### src/logic/core_pkg.sv
/* widths, RV32I encodings, enums and stage packets shared by the in-order core
   every core module pulls these in with a wildcard import */
`default_nettype none

package core_pkg;

    ////////////////////
    // widths
    ////////////////////
    localparam int xlen      = 32;
    localparam int reg_count = 32;
    localparam int reg_idx_w = 5;

    // fetch address sequence
    localparam logic [xlen-1:0] reset_pc = 32'h0000_0000;
    localparam logic [xlen-1:0] pc_step  = 32'd4;

    ////////////////////
    // encodings
    ////////////////////
    // major opcodes
    localparam logic [6:0] opcode_op     = 7'b0110011;
    localparam logic [6:0] opcode_op_imm = 7'b0010011;
    localparam logic [6:0] opcode_lui    = 7'b0110111;
    localparam logic [6:0] opcode_system = 7'b1110011;

    // funct3 of the supported alu ops
    localparam logic [2:0] funct3_add = 3'b000;
    localparam logic [2:0] funct3_xor = 3'b100;
    localparam logic [2:0] funct3_or  = 3'b110;
    localparam logic [2:0] funct3_and = 3'b111;

    // funct7, alt selects sub
    localparam logic [6:0] funct7_base = 7'b0000000;
    localparam logic [6:0] funct7_alt  = 7'b0100000;

    // wfi is one fixed word under the system opcode
    localparam logic [31:0] wfi_word = 32'h1050_0073;

    ////////////////////
    // enums
    ////////////////////
    typedef enum logic [1:0] {op_alu, op_halt, op_illegal} op_kind_t;

    typedef enum logic [2:0] {
        alu_add, alu_sub, alu_and, alu_or, alu_xor, alu_pass_b
    } alu_func_t;

    typedef enum logic [1:0] {no_error, halted_on_wfi, illegal_inst} error_status_t;

    ////////////////////
    // stage packets
    ////////////////////
    // fetch to decode
    typedef struct packed {
        logic            valid;
        logic [xlen-1:0] pc;
        logic [31:0]     inst;
    } fetch_packet_t;

    // decode to execute, operands already read
    typedef struct packed {
        logic                 valid;
        op_kind_t             kind;
        alu_func_t            alu_func;
        logic [xlen-1:0]      opa;
        logic [xlen-1:0]      opb;
        logic [reg_idx_w-1:0] dest;
        logic                 has_dest;
        logic [xlen-1:0]      npc;
    } issue_packet_t;

    // execute to retire
    typedef struct packed {
        logic                 valid;
        op_kind_t             kind;
        logic [reg_idx_w-1:0] dest;
        logic                 has_dest;
        logic [xlen-1:0]      value;
        logic [xlen-1:0]      npc;
    } result_packet_t;

endpackage

`default_nettype wire

### src/logic/register_file.sv
/* architectural register file, two combinational reads and one write port
   x0 always reads as zero */
`timescale 1ns/1ns
`default_nettype none

module register_file (
    input  logic                             clock,
    input  logic                             reset,
    input  logic [core_pkg::reg_idx_w-1:0]   rs1_idx,
    input  logic [core_pkg::reg_idx_w-1:0]   rs2_idx,
    output logic [core_pkg::xlen-1:0]        rs1_value,
    output logic [core_pkg::xlen-1:0]        rs2_value,
    input  logic                             wr_en,
    input  logic [core_pkg::reg_idx_w-1:0]   wr_idx,
    input  logic [core_pkg::xlen-1:0]        wr_data
);
    import core_pkg::*;

    logic [xlen-1:0] regs [reg_count];

    // read ports, x0 forced
    assign rs1_value = (rs1_idx == '0) ? '0 : regs[rs1_idx];
    assign rs2_value = (rs2_idx == '0) ? '0 : regs[rs2_idx];

    always_ff @(posedge clock) begin
        if (wr_en && wr_idx != '0) begin
            regs[wr_idx] <= wr_data;
        end
    end

    // decode never marks x0 as a destination
    assert property (@(posedge clock) disable iff (reset) wr_en |-> wr_idx != '0);

endmodule

`default_nettype wire

### src/logic/fetch_stage.sv
/* instruction fetch: pc, four-phase req/ack handshake to memory and the fetch packet
   decode consumes the packet with a one-cycle fetch_taken pulse */
`timescale 1ns/1ns
`default_nettype none

module fetch_stage (
    input  logic                        clock,
    input  logic                        reset,
    output logic                        fetch_req,
    output logic [core_pkg::xlen-1:0]   fetch_addr,
    input  logic                        fetch_ack,
    input  logic [31:0]                 fetch_data,
    input  logic                        fetch_taken,
    output core_pkg::fetch_packet_t     fetch_packet
);
    import core_pkg::*;

    typedef enum logic [1:0] {fetch_idle, fetch_wait_ack, fetch_wait_release} fetch_state_t;

    fetch_state_t    state;
    fetch_state_t    state_next;
    logic [xlen-1:0] pc;
    logic            can_request;
    logic            capture;

    // new request only with ack low and room in the packet register
    assign can_request = !fetch_ack && (!fetch_packet.valid || fetch_taken);
    assign capture     = (state == fetch_wait_ack) && fetch_ack;

    // req follows the state flop, addr held by pc
    assign fetch_req  = (state == fetch_wait_ack);
    assign fetch_addr = pc;

    ////////////////////
    // handshake fsm
    ////////////////////
    always_comb begin
        state_next = state;
        case (state)
            fetch_idle: begin
                if (can_request) begin
                    state_next = fetch_wait_ack;
                end
            end
            // word arrives, drop req next cycle
            fetch_wait_ack: begin
                if (fetch_ack) begin
                    state_next = fetch_wait_release;
                end
            end
            // wait for memory to lower ack
            fetch_wait_release: begin
                if (can_request) begin
                    state_next = fetch_wait_ack;
                end else if (!fetch_ack) begin
                    state_next = fetch_idle;
                end
            end
            default: state_next = fetch_idle;
        endcase
    end

    ////////////////////
    // pc and packet
    ////////////////////
    always_ff @(posedge clock or posedge reset) begin
        if (reset) begin
            state              <= fetch_idle;
            pc                 <= reset_pc;
            fetch_packet.valid <= 1'b0;
        end else begin
            state <= state_next;
            // packet is always empty while waiting on ack
            if (capture) begin
                pc                 <= pc + pc_step;
                fetch_packet.valid <= 1'b1;
                fetch_packet.pc    <= pc;
                fetch_packet.inst  <= fetch_data;
            end else if (fetch_taken) begin
                fetch_packet.valid <= 1'b0;
            end
        end
    end

    // with ack still high from memory, req may not rise
    assert property (@(posedge clock) disable iff (reset)
        fetch_ack && !fetch_req |=> !fetch_req);

endmodule

`default_nettype wire

### src/logic/decode_stage.sv
/* decode and dispatch: field decode, operand select, busy-bit hazard stall
   registers one issue packet per cycle toward execute */
`timescale 1ns/1ns
`default_nettype none

module decode_stage (
    input  logic                             clock,
    input  logic                             reset,
    input  core_pkg::fetch_packet_t          fetch_packet,
    output logic                             fetch_taken,
    output logic [core_pkg::reg_idx_w-1:0]   rs1_idx,
    output logic [core_pkg::reg_idx_w-1:0]   rs2_idx,
    input  logic [core_pkg::xlen-1:0]        rs1_value,
    input  logic [core_pkg::xlen-1:0]        rs2_value,
    input  logic                             wr_en,
    input  logic [core_pkg::reg_idx_w-1:0]   wr_idx,
    output core_pkg::issue_packet_t          issue_packet
);
    import core_pkg::*;

    logic [31:0]          inst;
    logic [6:0]           opcode;
    logic [6:0]           funct7;
    logic [2:0]           funct3;
    logic [reg_idx_w-1:0] rd;
    op_kind_t             kind;
    alu_func_t            alu_func;
    logic                 uses_rs1;
    logic                 uses_rs2;
    logic                 use_imm;
    logic [xlen-1:0]      imm;
    logic                 has_dest;
    logic [reg_count-1:0] busy;
    logic                 stopped;
    logic                 hazard;

    // instruction fields
    assign inst    = fetch_packet.inst;
    assign opcode  = inst[6:0];
    assign rd      = inst[11:7];
    assign funct3  = inst[14:12];
    assign rs1_idx = inst[19:15];
    assign rs2_idx = inst[24:20];
    assign funct7  = inst[31:25];

    ////////////////////
    // decode
    ////////////////////
    always_comb begin
        kind     = op_illegal;
        alu_func = alu_add;
        uses_rs1 = 1'b0;
        uses_rs2 = 1'b0;
        use_imm  = 1'b0;
        imm      = {{20{inst[31]}}, inst[31:20]};
        case (opcode)
            // register-register
            opcode_op: begin
                kind     = op_alu;
                uses_rs1 = 1'b1;
                uses_rs2 = 1'b1;
                case ({funct7, funct3})
                    {funct7_base, funct3_add}: alu_func = alu_add;
                    {funct7_alt, funct3_add}:  alu_func = alu_sub;
                    {funct7_base, funct3_xor}: alu_func = alu_xor;
                    {funct7_base, funct3_or}:  alu_func = alu_or;
                    {funct7_base, funct3_and}: alu_func = alu_and;
                    default:                   kind = op_illegal;
                endcase
            end
            // immediate forms, shifts and compares are not supported
            opcode_op_imm: begin
                kind     = op_alu;
                uses_rs1 = 1'b1;
                use_imm  = 1'b1;
                case (funct3)
                    funct3_add: alu_func = alu_add;
                    funct3_xor: alu_func = alu_xor;
                    funct3_or:  alu_func = alu_or;
                    funct3_and: alu_func = alu_and;
                    default:    kind = op_illegal;
                endcase
            end
            // upper immediate straight through the alu
            opcode_lui: begin
                kind     = op_alu;
                alu_func = alu_pass_b;
                use_imm  = 1'b1;
                imm      = {inst[31:12], 12'b0};
            end
            opcode_system: begin
                if (inst == wfi_word) begin
                    kind = op_halt;
                end
            end
            default: kind = op_illegal;
        endcase
        // halt and illegal read nothing, so never stall
        if (kind != op_alu) begin
            uses_rs1 = 1'b0;
            uses_rs2 = 1'b0;
        end
    end

    // x0 writes are dropped here
    assign has_dest = (kind == op_alu) && (rd != '0);

    // pending writer on a source, or on the dest itself
    assign hazard = (uses_rs1 && busy[rs1_idx]) || (uses_rs2 && busy[rs2_idx])
                 || (has_dest && busy[rd]);

    assign fetch_taken = fetch_packet.valid && !stopped && !hazard;

    ////////////////////
    // busy bits and dispatch
    ////////////////////
    always_ff @(posedge clock or posedge reset) begin
        if (reset) begin
            busy               <= '0;
            stopped            <= 1'b0;
            issue_packet.valid <= 1'b0;
        end else begin
            // clear at retire, a same-edge dispatch set wins
            if (wr_en) begin
                busy[wr_idx] <= 1'b0;
            end
            if (fetch_taken && has_dest) begin
                busy[rd] <= 1'b1;
            end
            // halt or illegal closes the front end for good
            if (fetch_taken && kind != op_alu) begin
                stopped <= 1'b1;
            end
            issue_packet.valid <= fetch_taken;
            if (fetch_taken) begin
                issue_packet.kind     <= kind;
                issue_packet.alu_func <= alu_func;
                issue_packet.opa      <= rs1_value;
                issue_packet.opb      <= use_imm ? imm : rs2_value;
                issue_packet.dest     <= rd;
                issue_packet.has_dest <= has_dest;
                issue_packet.npc      <= fetch_packet.pc + pc_step;
            end
        end
    end

    // a source being dispatched has no writer still in flight down the pipe
    assert property (@(posedge clock) disable iff (reset)
        fetch_taken && wr_en |->
            !(uses_rs1 && wr_idx == rs1_idx) && !(uses_rs2 && wr_idx == rs2_idx));

endmodule

`default_nettype wire

### src/logic/execute_stage.sv
/* single-cycle ALU and the execute-to-retire register
   accepts an issue packet every cycle */
`timescale 1ns/1ns
`default_nettype none

module execute_stage (
    input  logic                     clock,
    input  logic                     reset,
    input  core_pkg::issue_packet_t  issue_packet,
    output core_pkg::result_packet_t result_packet
);
    import core_pkg::*;

    logic [xlen-1:0] alu_result;

    ////////////////////
    // alu
    ////////////////////
    always_comb begin
        case (issue_packet.alu_func)
            alu_add:    alu_result = issue_packet.opa + issue_packet.opb;
            alu_sub:    alu_result = issue_packet.opa - issue_packet.opb;
            alu_and:    alu_result = issue_packet.opa & issue_packet.opb;
            alu_or:     alu_result = issue_packet.opa | issue_packet.opb;
            alu_xor:    alu_result = issue_packet.opa ^ issue_packet.opb;
            // lui immediate
            alu_pass_b: alu_result = issue_packet.opb;
            default:    alu_result = '0;
        endcase
    end

    // result register, payload only moves with a valid item
    always_ff @(posedge clock or posedge reset) begin
        if (reset) begin
            result_packet.valid <= 1'b0;
        end else begin
            result_packet.valid <= issue_packet.valid;
            if (issue_packet.valid) begin
                result_packet.kind     <= issue_packet.kind;
                result_packet.dest     <= issue_packet.dest;
                result_packet.has_dest <= issue_packet.has_dest;
                result_packet.value    <= alu_result;
                result_packet.npc      <= issue_packet.npc;
            end
        end
    end

endmodule

`default_nettype wire

### src/logic/retire_stage.sv
/* retire: register-file write, registered commit report and sticky error status
   halt and illegal items set the status and commit nothing */
`timescale 1ns/1ns
`default_nettype none

module retire_stage (
    input  logic                             clock,
    input  logic                             reset,
    input  core_pkg::result_packet_t         result_packet,
    output logic                             wr_en,
    output logic [core_pkg::reg_idx_w-1:0]   wr_idx,
    output logic [core_pkg::xlen-1:0]        wr_data,
    output logic                             commit_valid,
    output logic                             commit_has_dest,
    output logic [core_pkg::reg_idx_w-1:0]   commit_idx,
    output logic [core_pkg::xlen-1:0]        commit_data,
    output logic [core_pkg::xlen-1:0]        commit_npc,
    output core_pkg::error_status_t          error_status
);
    import core_pkg::*;

    logic retire_alu;

    assign retire_alu = result_packet.valid && (result_packet.kind == op_alu);

    // write lands on the same edge as the commit report
    assign wr_en   = retire_alu && result_packet.has_dest;
    assign wr_idx  = result_packet.dest;
    assign wr_data = result_packet.value;

    always_ff @(posedge clock or posedge reset) begin
        if (reset) begin
            commit_valid <= 1'b0;
            error_status <= no_error;
        end else begin
            commit_valid <= retire_alu;
            if (retire_alu) begin
                commit_has_dest <= result_packet.has_dest;
                commit_idx      <= result_packet.dest;
                commit_data     <= result_packet.value;
                commit_npc      <= result_packet.npc;
            end
            // first stop reason sticks
            if (result_packet.valid && error_status == no_error) begin
                if (result_packet.kind == op_halt) begin
                    error_status <= halted_on_wfi;
                end else if (result_packet.kind == op_illegal) begin
                    error_status <= illegal_inst;
                end
            end
        end
    end

    // decode stops after a halt or illegal item, so nothing retires behind it
    assert property (@(posedge clock) disable iff (reset)
        error_status != no_error |-> !commit_valid);

endmodule

`default_nettype wire

### src/logic/core_pipeline.sv
/* top of the in-order core: fetch, decode, execute and retire around the register file
   memory sits outside on the four-phase fetch port */
`timescale 1ns/1ns
`default_nettype none

module core_pipeline (
    input  logic                             clock,
    input  logic                             reset,
    output logic                             fetch_req,
    output logic [core_pkg::xlen-1:0]        fetch_addr,
    input  logic                             fetch_ack,
    input  logic [31:0]                      fetch_data,
    output logic                             commit_valid,
    output logic                             commit_has_dest,
    output logic [core_pkg::reg_idx_w-1:0]   commit_idx,
    output logic [core_pkg::xlen-1:0]        commit_data,
    output logic [core_pkg::xlen-1:0]        commit_npc,
    output core_pkg::error_status_t          error_status
);
    import core_pkg::*;

    ////////////////////
    // stage links
    ////////////////////
    fetch_packet_t        fetch_packet;
    logic                 fetch_taken;
    issue_packet_t        issue_packet;
    result_packet_t       result_packet;

    // register file ports
    logic [reg_idx_w-1:0] rs1_idx;
    logic [reg_idx_w-1:0] rs2_idx;
    logic [xlen-1:0]      rs1_value;
    logic [xlen-1:0]      rs2_value;

    // retire write, also clears decode busy bits
    logic                 wr_en;
    logic [reg_idx_w-1:0] wr_idx;
    logic [xlen-1:0]      wr_data;

    fetch_stage fetch_stage_inst (
        .clock        (clock),
        .reset        (reset),
        .fetch_req    (fetch_req),
        .fetch_addr   (fetch_addr),
        .fetch_ack    (fetch_ack),
        .fetch_data   (fetch_data),
        .fetch_taken  (fetch_taken),
        .fetch_packet (fetch_packet)
    );

    decode_stage decode_stage_inst (
        .clock        (clock),
        .reset        (reset),
        .fetch_packet (fetch_packet),
        .fetch_taken  (fetch_taken),
        .rs1_idx      (rs1_idx),
        .rs2_idx      (rs2_idx),
        .rs1_value    (rs1_value),
        .rs2_value    (rs2_value),
        .wr_en        (wr_en),
        .wr_idx       (wr_idx),
        .issue_packet (issue_packet)
    );

    register_file register_file_inst (
        .clock     (clock),
        .reset     (reset),
        .rs1_idx   (rs1_idx),
        .rs2_idx   (rs2_idx),
        .rs1_value (rs1_value),
        .rs2_value (rs2_value),
        .wr_en     (wr_en),
        .wr_idx    (wr_idx),
        .wr_data   (wr_data)
    );

    execute_stage execute_stage_inst (
        .clock         (clock),
        .reset         (reset),
        .issue_packet  (issue_packet),
        .result_packet (result_packet)
    );

    retire_stage retire_stage_inst (
        .clock           (clock),
        .reset           (reset),
        .result_packet   (result_packet),
        .wr_en           (wr_en),
        .wr_idx          (wr_idx),
        .wr_data         (wr_data),
        .commit_valid    (commit_valid),
        .commit_has_dest (commit_has_dest),
        .commit_idx      (commit_idx),
        .commit_data     (commit_data),
        .commit_npc      (commit_npc),
        .error_status    (error_status)
    );

endmodule

`default_nettype wire

### config.mk
export PLATFORM = sky130hd
export DESIGN_NAME = core_pipeline
export DESIGN_NICKNAME = d
export VERILOG_FILES = /design/src/logic/core_pkg.sv /design/src/logic/register_file.sv /design/src/logic/fetch_stage.sv /design/src/logic/decode_stage.sv /design/src/logic/execute_stage.sv /design/src/logic/retire_stage.sv /design/src/logic/core_pipeline.sv
export SDC_FILE = /design/constraint.sdc
export NUM_CORES = 2
export LEC_CHECK = 0
export ABC_AREA = 1
export BUFFER_PORTS_ARGS = -buffer_cell sky130_fd_sc_hd__buf_2
export CAP_MARGIN = 20
export CORE_MARGIN = 10
export CORE_UTILIZATION = 50
export CTS_CLUSTER_DIAMETER = 60
export DETAILED_ROUTE_END_ITERATION = 10
export PLACE_DENSITY = 0.66
export SYNTH_ARGS = -nofsm -noshare
export SYNTH_HDL_FRONTEND = slang
export SYNTH_SLANG_ARGS = --single-unit
### constraint.sdc
create_clock -name clock -period 8.2 [get_ports clock]
set_clock_uncertainty 0.15 [all_clocks]
set_input_delay 0 -clock clock [delete_from_list [all_inputs] [get_ports clock]]
set_output_delay 0 -clock clock [all_outputs]
set_load 0.03 [all_outputs]
==> impl_metrics.env <==
export IMPL_drv_cap=0
export IMPL_rows=136
export IMPL_gr_usage_met1_pct=39.94
export IMPL_leakage_nw=29.00
export IMPL_synth_avg_cell_area_um2=10.01
export IMPL_hold_class="input port to register"
export IMPL_top_usage_layer="met2"
export IMPL_crit_path_end_kind="register"
export IMPL_yosysWarnings=0
export IMPL_ys_ff_latch=1405
export IMPL_status="finished, final reports clean"
export IMPL_clockBufferDepth=3
export IMPL_cp_max_fo=87
export IMPL_ys_seq_area_share_pct=60.11
export IMPL_cts_tree="yes"
export IMPL_vias=56110
export IMPL_area_delta_synth_final_pct=12.09
export IMPL_cp_slowest_cell="buf_4"
export IMPL_post_cts_buffers=0
export IMPL_tightestPinTransition_ns=1.163
export IMPL_dieArea_um2=154400
export IMPL_grt_max_degree=221
export IMPL_first_pass_iters=7
export IMPL_start_util_pct=50.44
export IMPL_fmax_mhz=210.9
export IMPL_critPathRequiredTime_ns=8.55
export IMPL_rsz0062_at_grt="false"
export IMPL_gr_total_overflow=0
export IMPL_path_class="register to register"
export IMPL_cts_buffers=153
export IMPL_dieWidth_um=392.9
export IMPL_root_buffer="clkbuf_16"
export IMPL_use_met3_pct=7.010
export IMPL_critPathTopFamily="buffers and inverters"
export IMPL_grt_pass1_vias=52180
export IMPL_slew_limit_headroom_pct=22.49
export IMPL_grt_use_met2_pct=44.04
export IMPL_crit_buf_inv=3
export IMPL_synth_top_area_share_pct=57.41
export IMPL_start_kind="register"
export IMPL_drive_above_1_share_pct=8.331
export IMPL_finalCritPeriodShare_pct=57.84
export IMPL_drt_first_iter_violations=8546
export IMPL_netlist_instances=6945
export IMPL_via_per_inst=6.302
export IMPL_synth_edf_count=1329
export IMPL_setup_tns_ns=0
export IMPL_path_cells="buf_4 -> buf_4 -> buf_4 -> a21oi_1 -> o21ai_0 -> nand3_1 -> nand3_1 -> nand3_1 -> o21ai_0 -> a41oi_1"
export IMPL_async_reset_ff_share_pct=5.053
export IMPL_fin_nets=7118
export IMPL_ctsResizeCount=0
export IMPL_holdBufCountCts=68
export IMPL_worstPathArrival_ns=5.10
export IMPL_insertion_delay_ns=0.83
export IMPL_drv_slew=0
export IMPL_min_period_ns=4.743
export IMPL_detailedPlacementHpwl_mm=127.8
export IMPL_power_density_nw_per_um2=212.8
export IMPL_hold_viol_final=0
export IMPL_synth_main_ff_cell="edfxtp_1"
export IMPL_port_buffers=136
export IMPL_track_usage_pct=29.48
export IMPL_yosysUniqueCellTypes=57
export IMPL_core_um2=137800
export IMPL_ant_nets=0
export IMPL_routabilityCongestion=0.9677
export IMPL_synth_area_top_cells="edfxtp_1 57%, o21ai_0 7.7%, a21oi_1 5.2%"
export IMPL_cts_sinks=1405
export IMPL_avgRoutedWirePerCell_um=26.30
export IMPL_fin_cells=8903
export IMPL_die_h_um=392.9
export IMPL_route_detailed_drc=0
export IMPL_syn_area_um2=69520
export IMPL_grt_first_pass_wirelength_mm=338.5
export IMPL_yosys_area_top_type="edfxtp_1"
export IMPL_cts_htree_levels=4
export IMPL_wirelength_mm=234.2
export IMPL_dp_cells=8541
export IMPL_grt_antenna_before_repair=9
export IMPL_slowest_delay_ns=0.84
export IMPL_setup_viol=0
export IMPL_path_clk_slew_ns=0.06
export IMPL_vdd_ir_drop_max_uv=183.7
export IMPL_ioPinCount=141
cell type report:
class / count / area (um^2)
repair buffers: 332 / 2748
clock inverters: 90 / 994.7
diodes: 3 / 7.507
clock buffers: 189 / 4065
multi-input cells: 4338 / 23230
flip-flops and latches: 1405 / 41800
inverters: 752 / 2836
fillers: 11560 / 59910
well taps: 1794 / 2245
cells in the final DEF, fill, tap and decap left out, drive strengths merged, types with 3 or more instances in the layout:
cell type,synthesis,final
a221oi,27,27
diode,0,3
a21o,5,5
edfxtp,1329,1329
nand4,43,43
nand3b,5,5
a21oi,728,728
buf,188,264
o22ai,45,45
mux2i,17,17
dfrtp,71,71
xnor2,20,20
o21ai,1090,1090
a41oi,20,20
nor3,47,47
clkinv,1,66
nor2,356,356
nand3,410,410
o2111ai,8,8
conb,1,36
o211ai,231,231
nor3b,6,6
o221ai,112,112
or2,10,10
clkbuf,297,189
bufinv,0,13
inv,751,761
a31oi,33,33
o31ai,5,5
nand2,891,891
nor4,6,6
dlygate4sd3,0,68
dfxtp,5,5
xor2,68,68
o21bai,3,3
ha,100,100
a31o,5,5
sequential cells by signal, indices dropped and copies added, names as in the netlist, named ones only:
name and flops:
register_file_inst.regs 1024, decode_stage_inst.issue_packet 106, execute_stage_inst.result_packet 71, fetch_stage_inst.fetch_packet 63, decode_stage_inst.busy 32, retire_stage_inst.commit_data 32, fetch_stage_inst.fetch_addr 30, retire_stage_inst.commit_npc 30
retire_stage_inst.commit_idx 5, fetch_stage_inst.state 2, retire_stage_inst.error_status 2, decode_stage_inst.stopped 1, retire_stage_inst.commit_has_dest 1, retire_stage_inst.commit_valid 1
worst register-to-register path: stages, from the launching register on:
cell      delay, ns
edfxtp_1       0.82
buf_4          0.84
buf_4          0.77
buf_4          0.77
a21oi_1        0.16
o21ai_0        0.12
nand3_1        0.10
nand3_1        0.12
nand3_1        0.08
o21ai_0        0.40
a41oi_1        0.09
per-layer routing:
metal / up-vias / part of all wire (%)
met5: - / 0.035
met4: 10 / 5.7
met3: 769 / 12
met2: 3659 / 44
met1: 26770 / 38
li1: 24910 / -
cell usage after synthesis (8+ instances only):
| cell type | n |
|---|---|
| a221oi_1 | 27 |
| buf_2 | 114 |
| buf_1 | 44 |
| o21ai_0 | 1075 |
| or2_2 | 10 |
| nor2_1 | 345 |
| buf_6 | 10 |
| inv_1 | 740 |
| nor3_1 | 40 |
| dfrtp_1 | 71 |
| o2111ai_1 | 8 |
| a31oi_1 | 33 |
| a41oi_1 | 20 |
| nand3_1 | 406 |
| xor2_1 | 68 |
| o21ai_1 | 15 |
| nor2_2 | 8 |
| o22ai_1 | 45 |
| ha_1 | 100 |
| mux2i_1 | 17 |
| buf_4 | 20 |
| edfxtp_1 | 1329 |
| a21oi_1 | 728 |
| nand2_1 | 886 |
| nand4_1 | 43 |
| inv_2 | 11 |
| o211ai_1 | 231 |
| clkbuf_1 | 297 |
| o221ai_1 | 112 |
| xnor2_1 | 20 |
cells by family after synthesis:
logic type,Yosys count,share of synthesized area [%]
flops,1405,60.11
xor+xnor,88,1.109
other cells,1,0.005394
mux,17,0.2448
simple gates,1775,10.91
fa+ha+maj,101,1.829
compound gates,2321,18.70
buf+inv,1237,7.100
report_power, final:
part	switching (W)	internal, W	leakage (nW)
clock network	0.00303	0.00398	2.47
registers	0.0000877	0.00783	13.0
logic	0.00119	0.000477	13.6
total	0.00430	0.0123	29.0
final timing paths:
kind	from	end	slack, ns	cells past startpoint
setup / recovery	fetch_stage_inst.fetch_packet[15]	decode_stage_inst.issue_packet[83]	3.46	10
hold / removal	reset	execute_stage_inst.result_packet[64]	0.10	3
setup reg to reg	fetch_stage_inst.fetch_packet[15]	decode_stage_inst.issue_packet[83]	3.46	10
hold reg to reg	decode_stage_inst.issue_packet[107]	execute_stage_inst.result_packet[72]	0.24	0
max in group asynchronous	reset	decode_stage_inst.busy[13]	6.49	5
min in group asynchronous	reset	retire_stage_inst.commit_valid	0.44	4
per-stage QoR:
stage                     utilization (%)  power [W]  hold slack [ns]  cell area, um^2  worst slack [ns]
after floorplan                         -   0.009131         -0.08686            69650             1.697
after global placement              52.03   0.009613          0.02781            71720             3.683
after detailed placement            52.14   0.009638          0.02820            71870             3.573
after CTS                           56.31    0.01658          0.06290            77610             3.555
after global routing                56.53    0.01705           0.1239            77920             3.196
final                               56.54    0.01658           0.1006            77930             3.457
Power figures use the tool's default switching activity.
